### config.mk
export PLATFORM = sky130hd
export DESIGN_NAME = yarc_platform
export DESIGN_NICKNAME = d
export VERILOG_FILES = /design/src/source/platform_pkg.sv /design/src/source/wb_pkg.sv /design/src/source/yarc_platform.sv /design/src/source/led_driver.sv /design/src/source/mtimer.sv /design/src/source/wb_interconnect.sv
export SDC_FILE = /design/constraint.sdc
export NUM_CORES = 1
export LEC_CHECK = 0
export ABC_CLOCK_PERIOD_IN_PS = 5250
export BUFFER_PORTS_ARGS = -buffer_cell sky130_fd_sc_hd__buf_2
export CAP_MARGIN = 15
export CORE_MARGIN = 2
export CORE_UTILIZATION = 40
export CTS_BUF_LIST = sky130_fd_sc_hd__clkbuf_16
export DETAILED_ROUTE_END_ITERATION = 16
export HOLD_SLACK_MARGIN = 0.05
export PLACE_DENSITY = 0.64
export SYNTH_ARGS = -nofsm -noshare
export SYNTH_HDL_FRONTEND = slang
export SYNTH_SLANG_ARGS = --single-unit
### constraint.sdc
create_clock -name clk_i -period 5.25 [get_ports clk_i]
set_input_delay 1.05 -clock clk_i [delete_from_list [all_inputs] [get_ports clk_i]]
set_output_delay 1.05 -clock clk_i [all_outputs]
set_load 0.01 [all_outputs]
### src/source/platform_pkg.sv
// memory map and peripheral register layout of the platform
// the top level hands the map to the interconnect, the timer uses the offsets
package platform_pkg;

    // slaves behind the interconnect
    parameter int NUM_SLAVES = 3;

    // position of each slave in the interconnect vectors
    parameter int DMEM_SLAVE_INDEX       = 0;
    parameter int MTIMER_SLAVE_INDEX     = 1;
    parameter int LED_DRIVER_SLAVE_INDEX = 2;

    // base address per slave, indexed as above
    parameter logic [31:0] START_ADDRESS [NUM_SLAVES] = '{
        32'h0001_0000,  // dmem
        32'h0002_0000,  // mtimer
        32'h0003_0000   // led driver
    };

    // match masks, a slave hits when (addr & mask) == base
    parameter logic [31:0] MASK [NUM_SLAVES] = '{
        32'hFFFF_C000,  // 16 KiB data memory
        32'hFFFF_FFF0,  // four timer words
        32'hFFFF_FFFC   // single led word
    };

    // timer register offsets inside its window
    parameter logic [3:0] MTIME_LO_OFFSET    = 4'h0;
    parameter logic [3:0] MTIME_HI_OFFSET    = 4'h4;
    parameter logic [3:0] MTIMECMP_LO_OFFSET = 4'h8;
    parameter logic [3:0] MTIMECMP_HI_OFFSET = 4'hC;

endpackage : platform_pkg

### src/source/wb_pkg.sv
// bus geometry shared by every wishbone port in the platform
// imported by the interconnect, the slaves and the top level
package wb_pkg;

    // byte addressed bus
    parameter int ADDR_WIDTH = 32;

    // one word per transfer
    parameter int DATA_WIDTH = 32;

    // one select bit per byte lane
    parameter int SEL_WIDTH = DATA_WIDTH / 8;

    // bits per byte lane
    parameter int BYTE_WIDTH = 8;

endpackage : wb_pkg
### src/source/yarc_platform.sv
// peripheral side of the platform, the core drives the master port
// connects the interconnect to the timer, the led register and the dmem port
module yarc_platform
    import wb_pkg::*;
    import platform_pkg::*;
(
    input  logic                  clk_i,
    input  logic                  arst_n_i,

    // master port from the core load/store unit
    input  logic                  cyc_i,
    input  logic                  stb_i,
    input  logic                  we_i,
    input  logic [ADDR_WIDTH-1:0] addr_i,
    input  logic [SEL_WIDTH-1:0]  sel_i,
    input  logic [DATA_WIDTH-1:0] wdata_i,
    output logic                  ack_o,
    output logic                  err_o,
    output logic [DATA_WIDTH-1:0] rdata_o,

    // external data memory
    output logic                  dmem_cyc_o,
    output logic                  dmem_stb_o,
    output logic                  dmem_we_o,
    output logic [ADDR_WIDTH-1:0] dmem_addr_o,
    output logic [SEL_WIDTH-1:0]  dmem_sel_o,
    output logic [DATA_WIDTH-1:0] dmem_wdata_o,
    input  logic                  dmem_ack_i,
    input  logic [DATA_WIDTH-1:0] dmem_rdata_i,

    // peripherals
    output logic [7:0]            led_status_o,
    output logic                  timer_irq_o
);

    // slave side bus
    logic [NUM_SLAVES-1:0] s_cyc;
    logic [NUM_SLAVES-1:0] s_stb;
    logic                  s_we;
    logic [ADDR_WIDTH-1:0] s_addr;
    logic [SEL_WIDTH-1:0]  s_sel;
    logic [DATA_WIDTH-1:0] s_wdata;
    logic [NUM_SLAVES-1:0] s_ack;
    logic [DATA_WIDTH-1:0] s_rdata [NUM_SLAVES];

    wb_interconnect #(
        .NUM_SLAVES    (NUM_SLAVES),
        .START_ADDRESS (START_ADDRESS),
        .MASK          (MASK)
    ) wb_interconnect_i (
        .clk_i     (clk_i),
        .arst_n_i  (arst_n_i),
        .cyc_i     (cyc_i),
        .stb_i     (stb_i),
        .we_i      (we_i),
        .addr_i    (addr_i),
        .sel_i     (sel_i),
        .wdata_i   (wdata_i),
        .ack_o     (ack_o),
        .err_o     (err_o),
        .rdata_o   (rdata_o),
        .s_cyc_o   (s_cyc),
        .s_stb_o   (s_stb),
        .s_we_o    (s_we),
        .s_addr_o  (s_addr),
        .s_sel_o   (s_sel),
        .s_wdata_o (s_wdata),
        .s_ack_i   (s_ack),
        .s_rdata_i (s_rdata)
    );

    // dmem slot goes straight out of the platform
    assign dmem_cyc_o                = s_cyc[DMEM_SLAVE_INDEX];
    assign dmem_stb_o                = s_stb[DMEM_SLAVE_INDEX];
    assign dmem_we_o                 = s_we;
    assign dmem_addr_o               = s_addr;
    assign dmem_sel_o                = s_sel;
    assign dmem_wdata_o              = s_wdata;
    assign s_ack[DMEM_SLAVE_INDEX]   = dmem_ack_i;
    assign s_rdata[DMEM_SLAVE_INDEX] = dmem_rdata_i;

    // timer only decodes its low four address bits
    mtimer mtimer_i (
        .clk_i       (clk_i),
        .arst_n_i    (arst_n_i),
        .cyc_i       (s_cyc[MTIMER_SLAVE_INDEX]),
        .stb_i       (s_stb[MTIMER_SLAVE_INDEX]),
        .we_i        (s_we),
        .addr_i      (s_addr[3:0]),
        .sel_i       (s_sel),
        .wdata_i     (s_wdata),
        .ack_o       (s_ack[MTIMER_SLAVE_INDEX]),
        .rdata_o     (s_rdata[MTIMER_SLAVE_INDEX]),
        .timer_irq_o (timer_irq_o)
    );

    led_driver led_driver_i (
        .clk_i        (clk_i),
        .arst_n_i     (arst_n_i),
        .cyc_i        (s_cyc[LED_DRIVER_SLAVE_INDEX]),
        .stb_i        (s_stb[LED_DRIVER_SLAVE_INDEX]),
        .we_i         (s_we),
        .sel_i        (s_sel),
        .wdata_i      (s_wdata),
        .ack_o        (s_ack[LED_DRIVER_SLAVE_INDEX]),
        .rdata_o      (s_rdata[LED_DRIVER_SLAVE_INDEX]),
        .led_status_o (led_status_o)
    );

endmodule : yarc_platform

### src/source/led_driver.sv
// 8-bit led status register on the wishbone bus
// written from byte lane 0, read back zero extended, acked one cycle after stb
module led_driver
    import wb_pkg::*;
(
    input  logic                  clk_i,
    input  logic                  arst_n_i,

    // bus slave port, single register so no address
    input  logic                  cyc_i,
    input  logic                  stb_i,
    input  logic                  we_i,
    input  logic [SEL_WIDTH-1:0]  sel_i,
    input  logic [DATA_WIDTH-1:0] wdata_i,
    output logic                  ack_o,
    output logic [DATA_WIDTH-1:0] rdata_o,

    // led pins
    output logic [7:0]            led_status_o
);

    logic [7:0] led_q;
    logic       ack_q;
    logic       access;

    // ignore the strobe while the previous ack is out
    assign access = cyc_i && stb_i && !ack_q;

    always_ff @(posedge clk_i or negedge arst_n_i) begin
        if (!arst_n_i) begin
            led_q <= '0;
            ack_q <= 1'b0;
        end else begin
            ack_q <= access;
            // only lane 0 carries the led byte
            if (access && we_i && sel_i[0]) begin
                led_q <= wdata_i[7:0];
            end
        end
    end

    assign ack_o        = ack_q;
    assign rdata_o      = {{(DATA_WIDTH-8){1'b0}}, led_q};
    assign led_status_o = led_q;

endmodule : led_driver

### src/source/mtimer.sv
// risc-v style machine timer on the wishbone bus
// free running 64-bit mtime, writable mtimecmp, irq while mtime >= mtimecmp
// registers are reached through the low four address bits
module mtimer
    import wb_pkg::*;
    import platform_pkg::*;
(
    input  logic                  clk_i,
    input  logic                  arst_n_i,

    // bus slave port
    input  logic                  cyc_i,
    input  logic                  stb_i,
    input  logic                  we_i,
    input  logic [3:0]            addr_i,
    input  logic [SEL_WIDTH-1:0]  sel_i,
    input  logic [DATA_WIDTH-1:0] wdata_i,
    output logic                  ack_o,
    output logic [DATA_WIDTH-1:0] rdata_o,

    // interrupt to the core
    output logic                  timer_irq_o
);

    logic [2*DATA_WIDTH-1:0] mtime;
    logic [2*DATA_WIDTH-1:0] mtimecmp;
    logic                    ack_q;
    logic                    irq_q;
    logic [DATA_WIDTH-1:0]   rdata_q;
    logic [DATA_WIDTH-1:0]   rdata_next;
    logic                    access;

    // new access, not the tail of one already acked
    assign access = cyc_i && stb_i && !ack_q;

    // merge write data into a word honoring byte selects
    function automatic logic [DATA_WIDTH-1:0] merge_bytes(
        input logic [DATA_WIDTH-1:0] old_word,
        input logic [DATA_WIDTH-1:0] new_word,
        input logic [SEL_WIDTH-1:0]  sel
    );
        logic [DATA_WIDTH-1:0] res;
        res = old_word;
        for (int b = 0; b < SEL_WIDTH; b++) begin
            if (sel[b]) begin
                res[b*BYTE_WIDTH +: BYTE_WIDTH] = new_word[b*BYTE_WIDTH +: BYTE_WIDTH];
            end
        end
        return res;
    endfunction

    // read mux, word aligned offsets
    always_comb begin
        case (addr_i[3:2])
            MTIME_LO_OFFSET[3:2]:    rdata_next = mtime[DATA_WIDTH-1:0];
            MTIME_HI_OFFSET[3:2]:    rdata_next = mtime[2*DATA_WIDTH-1:DATA_WIDTH];
            MTIMECMP_LO_OFFSET[3:2]: rdata_next = mtimecmp[DATA_WIDTH-1:0];
            default:                 rdata_next = mtimecmp[2*DATA_WIDTH-1:DATA_WIDTH];
        endcase
    end

    // counter, compare register, ack and irq
    always_ff @(posedge clk_i or negedge arst_n_i) begin
        if (!arst_n_i) begin
            mtime    <= '0;
            mtimecmp <= '1;
            ack_q    <= 1'b0;
            irq_q    <= 1'b0;
        end else begin
            // mtime is read only, writes to it just get acked
            mtime <= mtime + 1'b1;
            ack_q <= access;
            irq_q <= mtime >= mtimecmp;
            if (access && we_i) begin
                if (addr_i[3:2] == MTIMECMP_LO_OFFSET[3:2]) begin
                    mtimecmp[DATA_WIDTH-1:0] <=
                        merge_bytes(mtimecmp[DATA_WIDTH-1:0], wdata_i, sel_i);
                end else if (addr_i[3:2] == MTIMECMP_HI_OFFSET[3:2]) begin
                    mtimecmp[2*DATA_WIDTH-1:DATA_WIDTH] <=
                        merge_bytes(mtimecmp[2*DATA_WIDTH-1:DATA_WIDTH], wdata_i, sel_i);
                end
            end
        end
    end

    // read data lines up with ack
    always_ff @(posedge clk_i) begin
        if (access) begin
            rdata_q <= rdata_next;
        end
    end

    assign ack_o       = ack_q;
    assign rdata_o     = rdata_q;
    assign timer_irq_o = irq_q;

endmodule : mtimer

### src/source/wb_interconnect.sv
// single master, multi slave wishbone interconnect
// decodes the address against a mask/base map, routes cyc/stb to the hit slave
// and muxes its response back, unmapped requests get a registered err
module wb_interconnect
    import wb_pkg::*;
#(
    parameter int NUM_SLAVES = 1,
    parameter logic [ADDR_WIDTH-1:0] START_ADDRESS [NUM_SLAVES] = '{default: '0},
    parameter logic [ADDR_WIDTH-1:0] MASK [NUM_SLAVES] = '{default: '0}
) (
    input  logic                  clk_i,
    input  logic                  arst_n_i,

    // master side
    input  logic                  cyc_i,
    input  logic                  stb_i,
    input  logic                  we_i,
    input  logic [ADDR_WIDTH-1:0] addr_i,
    input  logic [SEL_WIDTH-1:0]  sel_i,
    input  logic [DATA_WIDTH-1:0] wdata_i,
    output logic                  ack_o,
    output logic                  err_o,
    output logic [DATA_WIDTH-1:0] rdata_o,

    // slave side
    output logic [NUM_SLAVES-1:0] s_cyc_o,
    output logic [NUM_SLAVES-1:0] s_stb_o,
    output logic                  s_we_o,
    output logic [ADDR_WIDTH-1:0] s_addr_o,
    output logic [SEL_WIDTH-1:0]  s_sel_o,
    output logic [DATA_WIDTH-1:0] s_wdata_o,
    input  logic [NUM_SLAVES-1:0] s_ack_i,
    input  logic [DATA_WIDTH-1:0] s_rdata_i [NUM_SLAVES]
);

    // one-hot window hit, all zero when unmapped
    logic [NUM_SLAVES-1:0] hit;
    logic                  miss;
    logic                  req;
    logic                  err_q;

    assign req = cyc_i && stb_i;

    // address decode
    always_comb begin
        for (int i = 0; i < NUM_SLAVES; i++) begin
            hit[i] = (addr_i & MASK[i]) == START_ADDRESS[i];
        end
    end

    assign miss = ~|hit;

    // only the selected slave sees cycle and strobe
    assign s_cyc_o = cyc_i ? hit : '0;
    assign s_stb_o = req ? hit : '0;

    // payload is broadcast, slaves look at their low address bits only
    assign s_we_o    = we_i;
    assign s_addr_o  = addr_i;
    assign s_sel_o   = sel_i;
    assign s_wdata_o = wdata_i;

    // response mux
    // at most one hit bit is set so an and/or tree is enough
    always_comb begin
        rdata_o = '0;
        for (int i = 0; i < NUM_SLAVES; i++) begin
            if (hit[i]) begin
                rdata_o = rdata_o | s_rdata_i[i];
            end
        end
    end

    assign ack_o = |(s_ack_i & hit);

    // unmapped access error
    // set one cycle after stb, held one cycle, cleared once stb drops
    always_ff @(posedge clk_i or negedge arst_n_i) begin
        if (!arst_n_i) begin
            err_q <= 1'b0;
        end else if (!req) begin
            err_q <= 1'b0;
        end else if (miss && !err_q) begin
            err_q <= 1'b1;
        end else begin
            // single cycle pulse even if stb is still up
            err_q <= 1'b0;
        end
    end

    assign err_o = err_q;

endmodule : wb_interconnect

Word-level counts from Yosys, hierarchy flattened
Index checks and enable logic that the tools add are counted.
{ "word_totals": {"regBits": 172, "in_bits": 106} }
{ "op_classes": {"n_addsub": 1, "magnitude_cmp": 1, "n_eq_ne": 6, "n_mux": 8, "bitwise": 4, "reduce_logical": 24} }
{ "op_table": {"columns": ["op", "count"], "rows": [
  ["32-bit 2-to-1 mux", 3],
  ["32-bit case mux with 3 select lines", 1],
  ["64-bit by 1-bit adder with 64-bit output (second input constant)", 1],
  ["64-bit greater-or-equal comparator", 1],
  ["32-bit bitwise OR", 1],
  ["32-bit by 8-bit bitwise OR with 32-bit output", 1],
  ["30-bit by 16-bit == test with 1-bit output (second input constant)", 1],
  ["28-bit by 14-bit == test with 1-bit output (second input constant)", 1],
  ["18-bit by 3-bit == test with 1-bit output (second input constant)", 1],
  ["4-bit AND reduction", 4],
  ["3-bit AND reduction", 4],
  ["1-bit logical AND", 9],
  ["3-bit 2-to-1 mux", 2],
  ["3-bit OR reduction", 2],
  ["2-bit == test (second input constant)", 2],
  ["1-bit zero test", 4],
  ["3-bit AND", 1],
  ["2-bit by 1-bit == test with 1-bit output (second input constant)", 1],
  ["2-bit zero test", 1],
  ["1-bit 2-to-1 mux", 2],
  ["1-bit NOT", 1]
]} }

Depth between registers and ports, before layout
Gate-level depths: netlist of the first run.
{ "depth": {"depth_word": 6, "depth_mapped": 8, "ltp_nobuf": 8} }

Cells and area by module
Synthesis of the first run repeated with hierarchy kept, for this count alone.
{ "hier_totals": {"cells_unflattened": 1011, "hier_area_um2": 11280.8} }
{ "by_module_without_submodules": {"columns": ["module", "instances", "cells_per_inst", "area_per_inst_um2", "seq_area_each_um2"], "rows": [
  ["mtimer", 1, 698, 8748.4, 4294.1],
  ["wb_interconnect", 1, 260, 1911.8, 25.0],
  ["led_driver", 1, 53, 620.6, 225.2]
]} }

Worst setup path before layout of the first run
Ideal clock, no wire load.
{ "synth_timing": {"kind": "input to output", "start": "in addr_i[18]", "end": "out rdata_o[4]", "arrival_ns": 2.477, "t_required_ns": 4.200, "path_slack_ns": 1.723, "stages": 6, "path_buffers": 1, "path_cell_list": "nor4_2 -> nand4_2 -> nor3b_2 -> clkbuf_1 -> a222oi_1 -> inv_1"} }
{ "synth_via": {"elab_chain_len": 6, "word_cells_on_any_way": 8, "cone_classes": "eq/ne (3); mux (3); bitwise (2)"} }
{ "synth_lines": {"columns": ["item", "line_no", "text"], "rows": [
  ["start: declaration", "yarc_platform.sv:14", "input logic [ADDR_WIDTH-1:0] addr_i,"],
  ["18-bit by 3-bit == test with 1-bit output", "wb_interconnect.sv:47", "hit[i] = (addr_i & MASK[i]) == START_ADDRESS[i];"],
  ["32-bit 2-to-1 mux", "wb_interconnect.sv:68", "if (hit[i]) begin"],
  ["32-bit bitwise OR", "wb_interconnect.sv:69", "rdata_o = rdata_o | s_rdata_i[i];"],
  ["32-bit 2-to-1 mux", "wb_interconnect.sv:68", null],
  ["32-bit by 8-bit bitwise OR with 32-bit output", "wb_interconnect.sv:69", null],
  ["32-bit 2-to-1 mux *", "wb_interconnect.sv:68", null],
  ["end: declaration", "yarc_platform.sv:19", "output logic [DATA_WIDTH-1:0] rdata_o,"]
]} }
Every way passes the cells marked *; elsewhere a longest branch is shown, timed or not.

Worst setup path in the final report of the first run
{ "layout_timing": {"start": "in addr_i[5]", "end": "out ack_o"} }
{ "layout_via": {"elab_chain_len": 3, "word_cells_on_any_way": 4, "cone_classes": "eq/ne (2); bitwise (1); reduce/logical (1)"} }
{ "layout_lines": {"columns": ["item", "line_no", "text"], "rows": [
  ["30-bit by 16-bit == test with 1-bit output or 28-bit by 14-bit == test with 1-bit output (tied branches)", "wb_interconnect.sv:47", null],
  ["3-bit AND *", "wb_interconnect.sv:74", "assign ack_o = |(s_ack_i & hit);"],
  ["3-bit OR reduction *", "wb_interconnect.sv:74", null],
  ["end: declaration", "yarc_platform.sv:17", "output logic ack_o,"]
]} }
Marked as above.

==> run metrics, run 1 <==
most used cell, CP buf_2; port bufs 215; total chip power 2.81 mW; Hold Buf Count CTS 0; reg2reg path depth 6; deepest clock path buffer count 2; flop-to-flop setup slack 2.39 ns; number of synthesized register bits 172; initial antenna violation count 3; P per Cell Area 235 mW/mm^2; CP Data Required Time 4.20 ns; Worst path slowest cell buf_4; post-place setup slack 1.32 ns; Ys Warns 0; fin cells 1341; WP buf/inv 4; CP cell instances buf_2, nor4b_1, nand3_1, nor3_4, buf_4, a222oi_1, inv_1, buf_2; critical path arrival 2.81 ns; first-pass GRT wire length 39.1 mm; Max H-tree Level 4; HP Class flop to flop; setup TNS 0 ns; critical path endpoint category output port; CP top delay family simple AND/OR/NAND/NOR gates; CTS tree yes; final worst slack 1.39 ns; DP Cell Count 1307; Die X 165 um; Final Hold Viols 0; post-cts gate resize count 0; Crit. Startpoint addr_i[5]; Detailed Routing Iterations Pass 1 5; Synth Cell Area 0.0104 mm^2; share of cells above drive strength 1 43.4%; mean routed wirelength per cell 19.0 um; Top FF cell, synth dfrtp_1; final wirelength 25.5 mm; Post-CTS Setup Inserts 0; syn nets 1017; R2R Path Start mtimer_i.mtime[2]$_DFF_PN0_; FFs w/ async S/R, synth 81.4%; CP max FO 37; die area 0.0272 mm^2; final setup vio count 0; EDFF count, synth 32; worst-skew pair later-pin latency 0.43 ns; vias in the first global route 7061; # fillers 2275; chip height 165 um; Post-Synthesis Cells 846; minimum hold slack 0.517 ns; gpl congestion 0.790; cell count along the critical path 8; DRC Markers 0; max incr delay on CP 0.44 ns; Top Ports 220; final period utilization 73.5%; fmax 259 MHz; Slew @ Worst Pin 0.941 ns; Worst slew margin 37.2%; sequential area share after synthesis 43.8%; Clock Tree Root clkbuf_16; outcome completed; Netlist cell types 52; Detailed Place HPWL 19.0 mm; CP startpoint kind input pin; Setup Skew 0.00813 ns; crit path kind input pin to output port; count of pins over their slew limit 0; Peak VDD IR 0.000170 V; Avg Vias per Cell 5.23; pin count of the biggest net entering global routing 105; Tot GR Track Use 19.3%; initial DRC count 435; RSZ-0062 raised after global routing no; Mean Syn Cell Area 12.3 um^2; Post-DRT Antenna Nets 0; starting density of the core 41.0%; clock sink count 172; synth-to-layout area growth 15.0%; Final min period 3.86 ns; core footprint 0.0253 mm^2; CTS buffer count 17; R2R Path End mtimer_i.mtime[41]$_DFF_PN0_; leakage dissipation 5.65 nW; GRT overflow 0; Critical Path End ack_o; fin nets 1167; row count 58; vias post-DR 7015; max cap viols 0; Reg clk slew, reported paths 0.07 ns
==> area by class of cell <==
type	count	area, um^2	area share (%)
Timing Repair Buffer	222	1150	9.62
Antenna cell	2	5.00	0.0420
Clock inverter	15	173	1.45
Sequential cell	172	4540	38.1
Clock buffer	17	425	3.57
Inverter	79	297	2.49
Tap cell	330	413	3.46
Multi-Input combinational cell	504	4920	41.3
==> tightest hold or removal path: stages (launching register included) <==
cell,delay [ns]
dfrtp_1,0.34
or4_1,0.11
nor2_1,0.03
==> state kept, by name (all words and copies together), names as in the netlist <==
| register | count |
|---|---|
| led_driver_i.ack_o | 1 |
| mtimer_i.mtime | 64 |
| led_driver_i.led_status_o | 8 |
| wb_interconnect_i.err_o | 1 |
| mtimer_i.mtimecmp | 64 |
| mtimer_i.rdata_o | 32 |
| mtimer_i.timer_irq_o | 1 |
| mtimer_i.ack_o | 1 |
==> worst min-delay path by stage <==
stage / start / to / slack [ns] / cells after the start
6_report: wb_interconnect_i.err_o$_DFF_PN0_ / wb_interconnect_i.err_o$_DFF_PN0_ / 0.52 / 2
5_1_grt: mtimer_i.mtime[63]$_DFF_PN0_ / mtimer_i.mtime[63]$_DFF_PN0_ / 0.54 / 1
4_1_cts: wb_interconnect_i.err_o$_DFF_PN0_ / wb_interconnect_i.err_o$_DFF_PN0_ / 0.51 / 2
3_5_place_dp: mtimer_i.mtime[63]$_DFF_PN0_ / mtimer_i.mtime[63]$_DFF_PN0_ / 0.49 / 1
3_3_place_gp: mtimer_i.mtime[63]$_DFF_PN0_ / mtimer_i.mtime[63]$_DFF_PN0_ / 0.49 / 1
2_1_floorplan: mtimer_i.mtime[0]$_DFF_PN0_ / mtimer_i.mtime[0]$_DFF_PN0_ / 0.46 / 1
==> synthesized netlist by cell type (2+ instances only) <==
| cell type | number | area (um^2) |
|---|---|---|
| nand3_1 | 28 | 140 |
| a21o_1 | 13 | 97.6 |
| and3_1 | 13 | 81.3 |
| nor4_1 | 3 | 18.8 |
| nor2b_1 | 2 | 12.5 |
| nor2_1 | 26 | 97.6 |
| inv_1 | 79 | 297 |
| o21ai_0 | 8 | 40.0 |
| ha_1 | 65 | 813 |
| buf_2 | 4 | 20.0 |
| nor4_2 | 5 | 62.6 |
| nor3_2 | 2 | 20.0 |
| mux2_2 | 8 | 90.1 |
| a221o_1 | 2 | 20.0 |
| edfxtp_1 | 32 | 961 |
| nand4_1 | 27 | 169 |
| and2_1 | 5 | 31.3 |
| and4_1 | 11 | 96.3 |
| nand2_1 | 37 | 139 |
| buf_4 | 71 | 533 |
| a21oi_1 | 22 | 110 |
| a211oi_1 | 2 | 15.0 |
| xnor2_1 | 41 | 359 |
| a22o_1 | 24 | 210 |
| xor2_1 | 21 | 184 |
| mux2_4 | 64 | 961 |
| buf_1 | 4 | 15.0 |
| nor3_1 | 9 | 45.0 |
| dfrtp_1 | 76 | 1900 |
| nand3_4 | 8 | 140 |
| mux4_2 | 32 | 721 |
| clkbuf_1 | 11 | 41.3 |
| a222oi_1 | 9 | 90.1 |
| dfstp_2 | 64 | 1680 |
==> kinds of logic (layout without fill, tap and decap cells) <==
kind of cell	Yosys count	in the layout	synth area share (%)
simple gates	187	187	11.1
flops	172	172	43.8
buf+inv	170	333	8.78
mux	104	104	17.1
compound gates	86	86	6.10
fa+ha+maj	65	65	7.84
xor+xnor	62	62	5.24
other cells	0	2	0
==> stage by stage <==
stage | area [um^2] | util [%]
6_report | 11900 | 47.1
5_1_grt | 11900 | 47.1
4_1_cts | 11900 | 47.1
3_5_place_dp | 11300 | 44.7
3_3_place_gp | 11300 | 44.7
2_1_floorplan | 10400 | -
==> power breakdown <==
part | total, mW | switching [mW] | internal (mW)
Sequential | 1.36 | 0.000191 | 1.36
Clock | 1.29 | 0.547 | 0.747
Combinational | 0.156 | 0.0944 | 0.0611
==> layout by cell type (no fill, tap or decap), types with 28 or more instances in the layout <==
master	n
dfstp_2	64
mux2_4	64
inv_1	79
dfrtp_1	76
nand2_1	37
ha_1	65
buf_2	214
nand3_1	28
edfxtp_1	32
mux4_2	32
xnor2_1	41
==> per-layer routing <==
layer	part of all wire [%]	track usage, %
met1	44	25.3
met2	49	32.6
met3	5.0	3.31
met4	2.0	6.32
met5	0	0
No activity file was read; power rests on OpenSTA's default activity.
==> inputs of run 2 (changes only) <==
--- a/config.mk
+++ b/config.mk
@@ -5,7 +5,7 @@
 export SDC_FILE = /design/constraint.sdc
 export NUM_CORES = 1
 export LEC_CHECK = 0
-export ABC_CLOCK_PERIOD_IN_PS = 5250
+export ABC_CLOCK_PERIOD_IN_PS = 3700
 export BUFFER_PORTS_ARGS = -buffer_cell sky130_fd_sc_hd__buf_2
 export CAP_MARGIN = 15
 export CORE_MARGIN = 2
==> constraint.sdc (replaced) <==
create_clock -name clk_i -period 3.7 [get_ports clk_i]
set_input_delay 0.74 -clock clk_i [delete_from_list [all_inputs] [get_ports clk_i]]
set_output_delay 0.74 -clock clk_i [all_outputs]
set_load 0.01 [all_outputs]
==> run metrics, run 2 (synthesis gave the netlist of run 1 again) <==
die area 0.0272 mm^2 (unchanged); Post-CTS Setup Inserts 0 (unchanged); leakage dissipation 5.71 nW (+1.1%); CP Data Required Time 2.96 ns (-1.24 ns); Detailed Place HPWL 19.5 mm (+2.5%); Clock Tree Root clkbuf_16; fin cells 1347 (+0.45%); most used cell, CP buf_2; row count 58 (unchanged); count of pins over their slew limit 0 (unchanged); Final min period 3.32 ns; Worst slew margin 55.6% (+18 points); final period utilization 89.7%; Final Hold Viols 0 (unchanged); cell count along the critical path 8 (unchanged); vias post-DR 7194 (+2.6%); CP startpoint kind input pin; setup TNS 0 ns (unchanged); Setup Skew 0.0107 ns (+0.00259 ns); Crit. Startpoint addr_i[5]; P per Cell Area 335 mW/mm^2 (+42%); DRC Markers 0 (unchanged); core footprint 0.0253 mm^2 (unchanged); critical path arrival 2.58 ns (-0.23 ns); post-cts gate resize count 0 (unchanged); Avg Vias per Cell 5.34 (+2.1%); chip height 165 um (unchanged); RSZ-0062 raised after global routing no; DP Cell Count 1314 (+0.54%); pin count of the biggest net entering global routing 69 (-34%); gpl congestion 0.802 (+1.5%); initial DRC count 368 (-15%); post-place setup slack 0.337 ns (-0.979 ns); HP Class input pin to asynchronous set/reset pin; most common cell after layout, fill and taps aside buf_2; Peak VDD IR 0.000256 V (+50%); Post-DRT Antenna Nets 0 (unchanged); port bufs 215 (unchanged); Critical Path End ack_o; share of cells above drive strength 1 43.6% (+0.19 points); final worst slack 0.379 ns (-1.01 ns); initial antenna violation count 1 (-2); starting density of the core 41.0% (unchanged); WP buf/inv 4 (unchanged); deepest clock path buffer count 2 (unchanged); R2R Path Start mtimer_i.mtimecmp[30]$_DFFE_PN1P_; Tot GR Track Use 19.5% (+0.18 points); total chip power 4.02 mW (+43%); Layout Utilization 47.4% (+0.35 points); max cap viols 0 (unchanged); Worst path slowest cell nor4b_1; Detailed Routing Iterations Pass 1 4 (-1); outcome completed; CTS tree yes; commonest cells after routing, fill and taps aside 214 x buf_2, 83 x inv_1, 76 x dfrtp_1; max incr delay on CP 0.44 ns (about the same); Reg clk slew, reported paths 0.07 ns (about the same); CTS buffer count 17 (unchanged); critical path endpoint category output port; CP max FO 14 (-62%); CP top delay family simple AND/OR/NAND/NOR gates; Slew @ Worst Pin 0.666 ns (-0.275 ns); crit path kind input pin to output port; flop-to-flop setup slack 0.92 ns (-1.47 ns); # fillers 2305 (+1.3%); final wirelength 25.7 mm (+0.98%); Max H-tree Level 4 (unchanged); Top Ports 220 (unchanged); vias in the first global route 7034 (-0.38%); mean routed wirelength per cell 19.1 um (+0.53%); Die X 165 um (unchanged); final setup vio count 0 (unchanged); GRT overflow 0 (unchanged); reg2reg path depth 8 (+2); fin nets 1174 (+0.60%); fmax 301 MHz; CP cell instances buf_2, nor4b_1, nand3_1, nor3_4, buf_4, a222oi_1, inv_1, buf_2; clock sink count 172 (unchanged); Hold Buf Count CTS 0 (unchanged); first-pass GRT wire length 39.6 mm (+1.2%); synth-to-layout area growth 15.9%; R2R Path End mtimer_i.timer_irq_o$_DFF_PN0_; worst-skew pair later-pin latency 0.43 ns (about the same)
==> run 2: changes by cell type in the layout (fill, tap and decap cells not counted), sizes merged <==
cell,delta
buf,+7
clkinv,-4
inv,+2
bufinv,+1
clkinvlp,+1
diode,-1
==> run 2: per-layer routing <==
layer | GRT usage (%) | up-vias | share of wire (%)
li1 | - | 3314 | -
met1 | 25.8 | 3602 | 45
met2 | 33.0 | 253 | 48
met3 | 3.04 | 25 | 5.3
met4 | 5.97 | 0 | 1.7
met5 | 0 | - | 0
==> run 2: how the worst min path moves through the flow <==
| stage | start | to | cells after the start |
|---|---|---|---|
| after floorplan | arst_n_i | led_driver_i.ack_o$_DFF_PN0_ | 0 |
| after global placement | mtimer_i.mtime[63]$_DFF_PN0_ | mtimer_i.mtime[63]$_DFF_PN0_ | 1 |
| after detailed placement | wb_interconnect_i.err_o$_DFF_PN0_ | wb_interconnect_i.err_o$_DFF_PN0_ | 2 |
| after CTS | arst_n_i | mtimer_i.mtime[14]$_DFF_PN0_ | 1 |
| after global routing | arst_n_i | mtimer_i.mtime[14]$_DFF_PN0_ | 1 |
| final | arst_n_i | mtimer_i.mtime[14]$_DFF_PN0_ | 1 |
==> run 2: per-stage QoR <==
stage          hold WS (ns)  area, um^2
2_1_floorplan         0.444       10400
3_3_place_gp          0.490       11400
3_5_place_dp          0.500       11400
4_1_cts               0.327       12000
5_1_grt               0.355       12000
6_report              0.310       12000
==> run 2: area by class of cell <==
class / count / area [um^2] / share of cell area [%]
clock inverter: 15 / 186 / 1.55
clock buffer: 17 / 425 / 3.54
inverter: 79 / 297 / 2.47
tap: 330 / 413 / 3.44
antenna: 1 / 2.50 / 0.0208
sequential: 172 / 4540 / 37.8
multi-input combinational: 504 / 4920 / 41.0
timing repair buffer: 229 / 1220 / 10.2
==> run 2: power by group <==
part           internal, mW  total [mW]  switching (mW)
clock                  1.12        1.87           0.748
combinational        0.0889       0.224           0.135
sequential             1.93        1.93        0.000245
total                  3.14        4.02           0.884
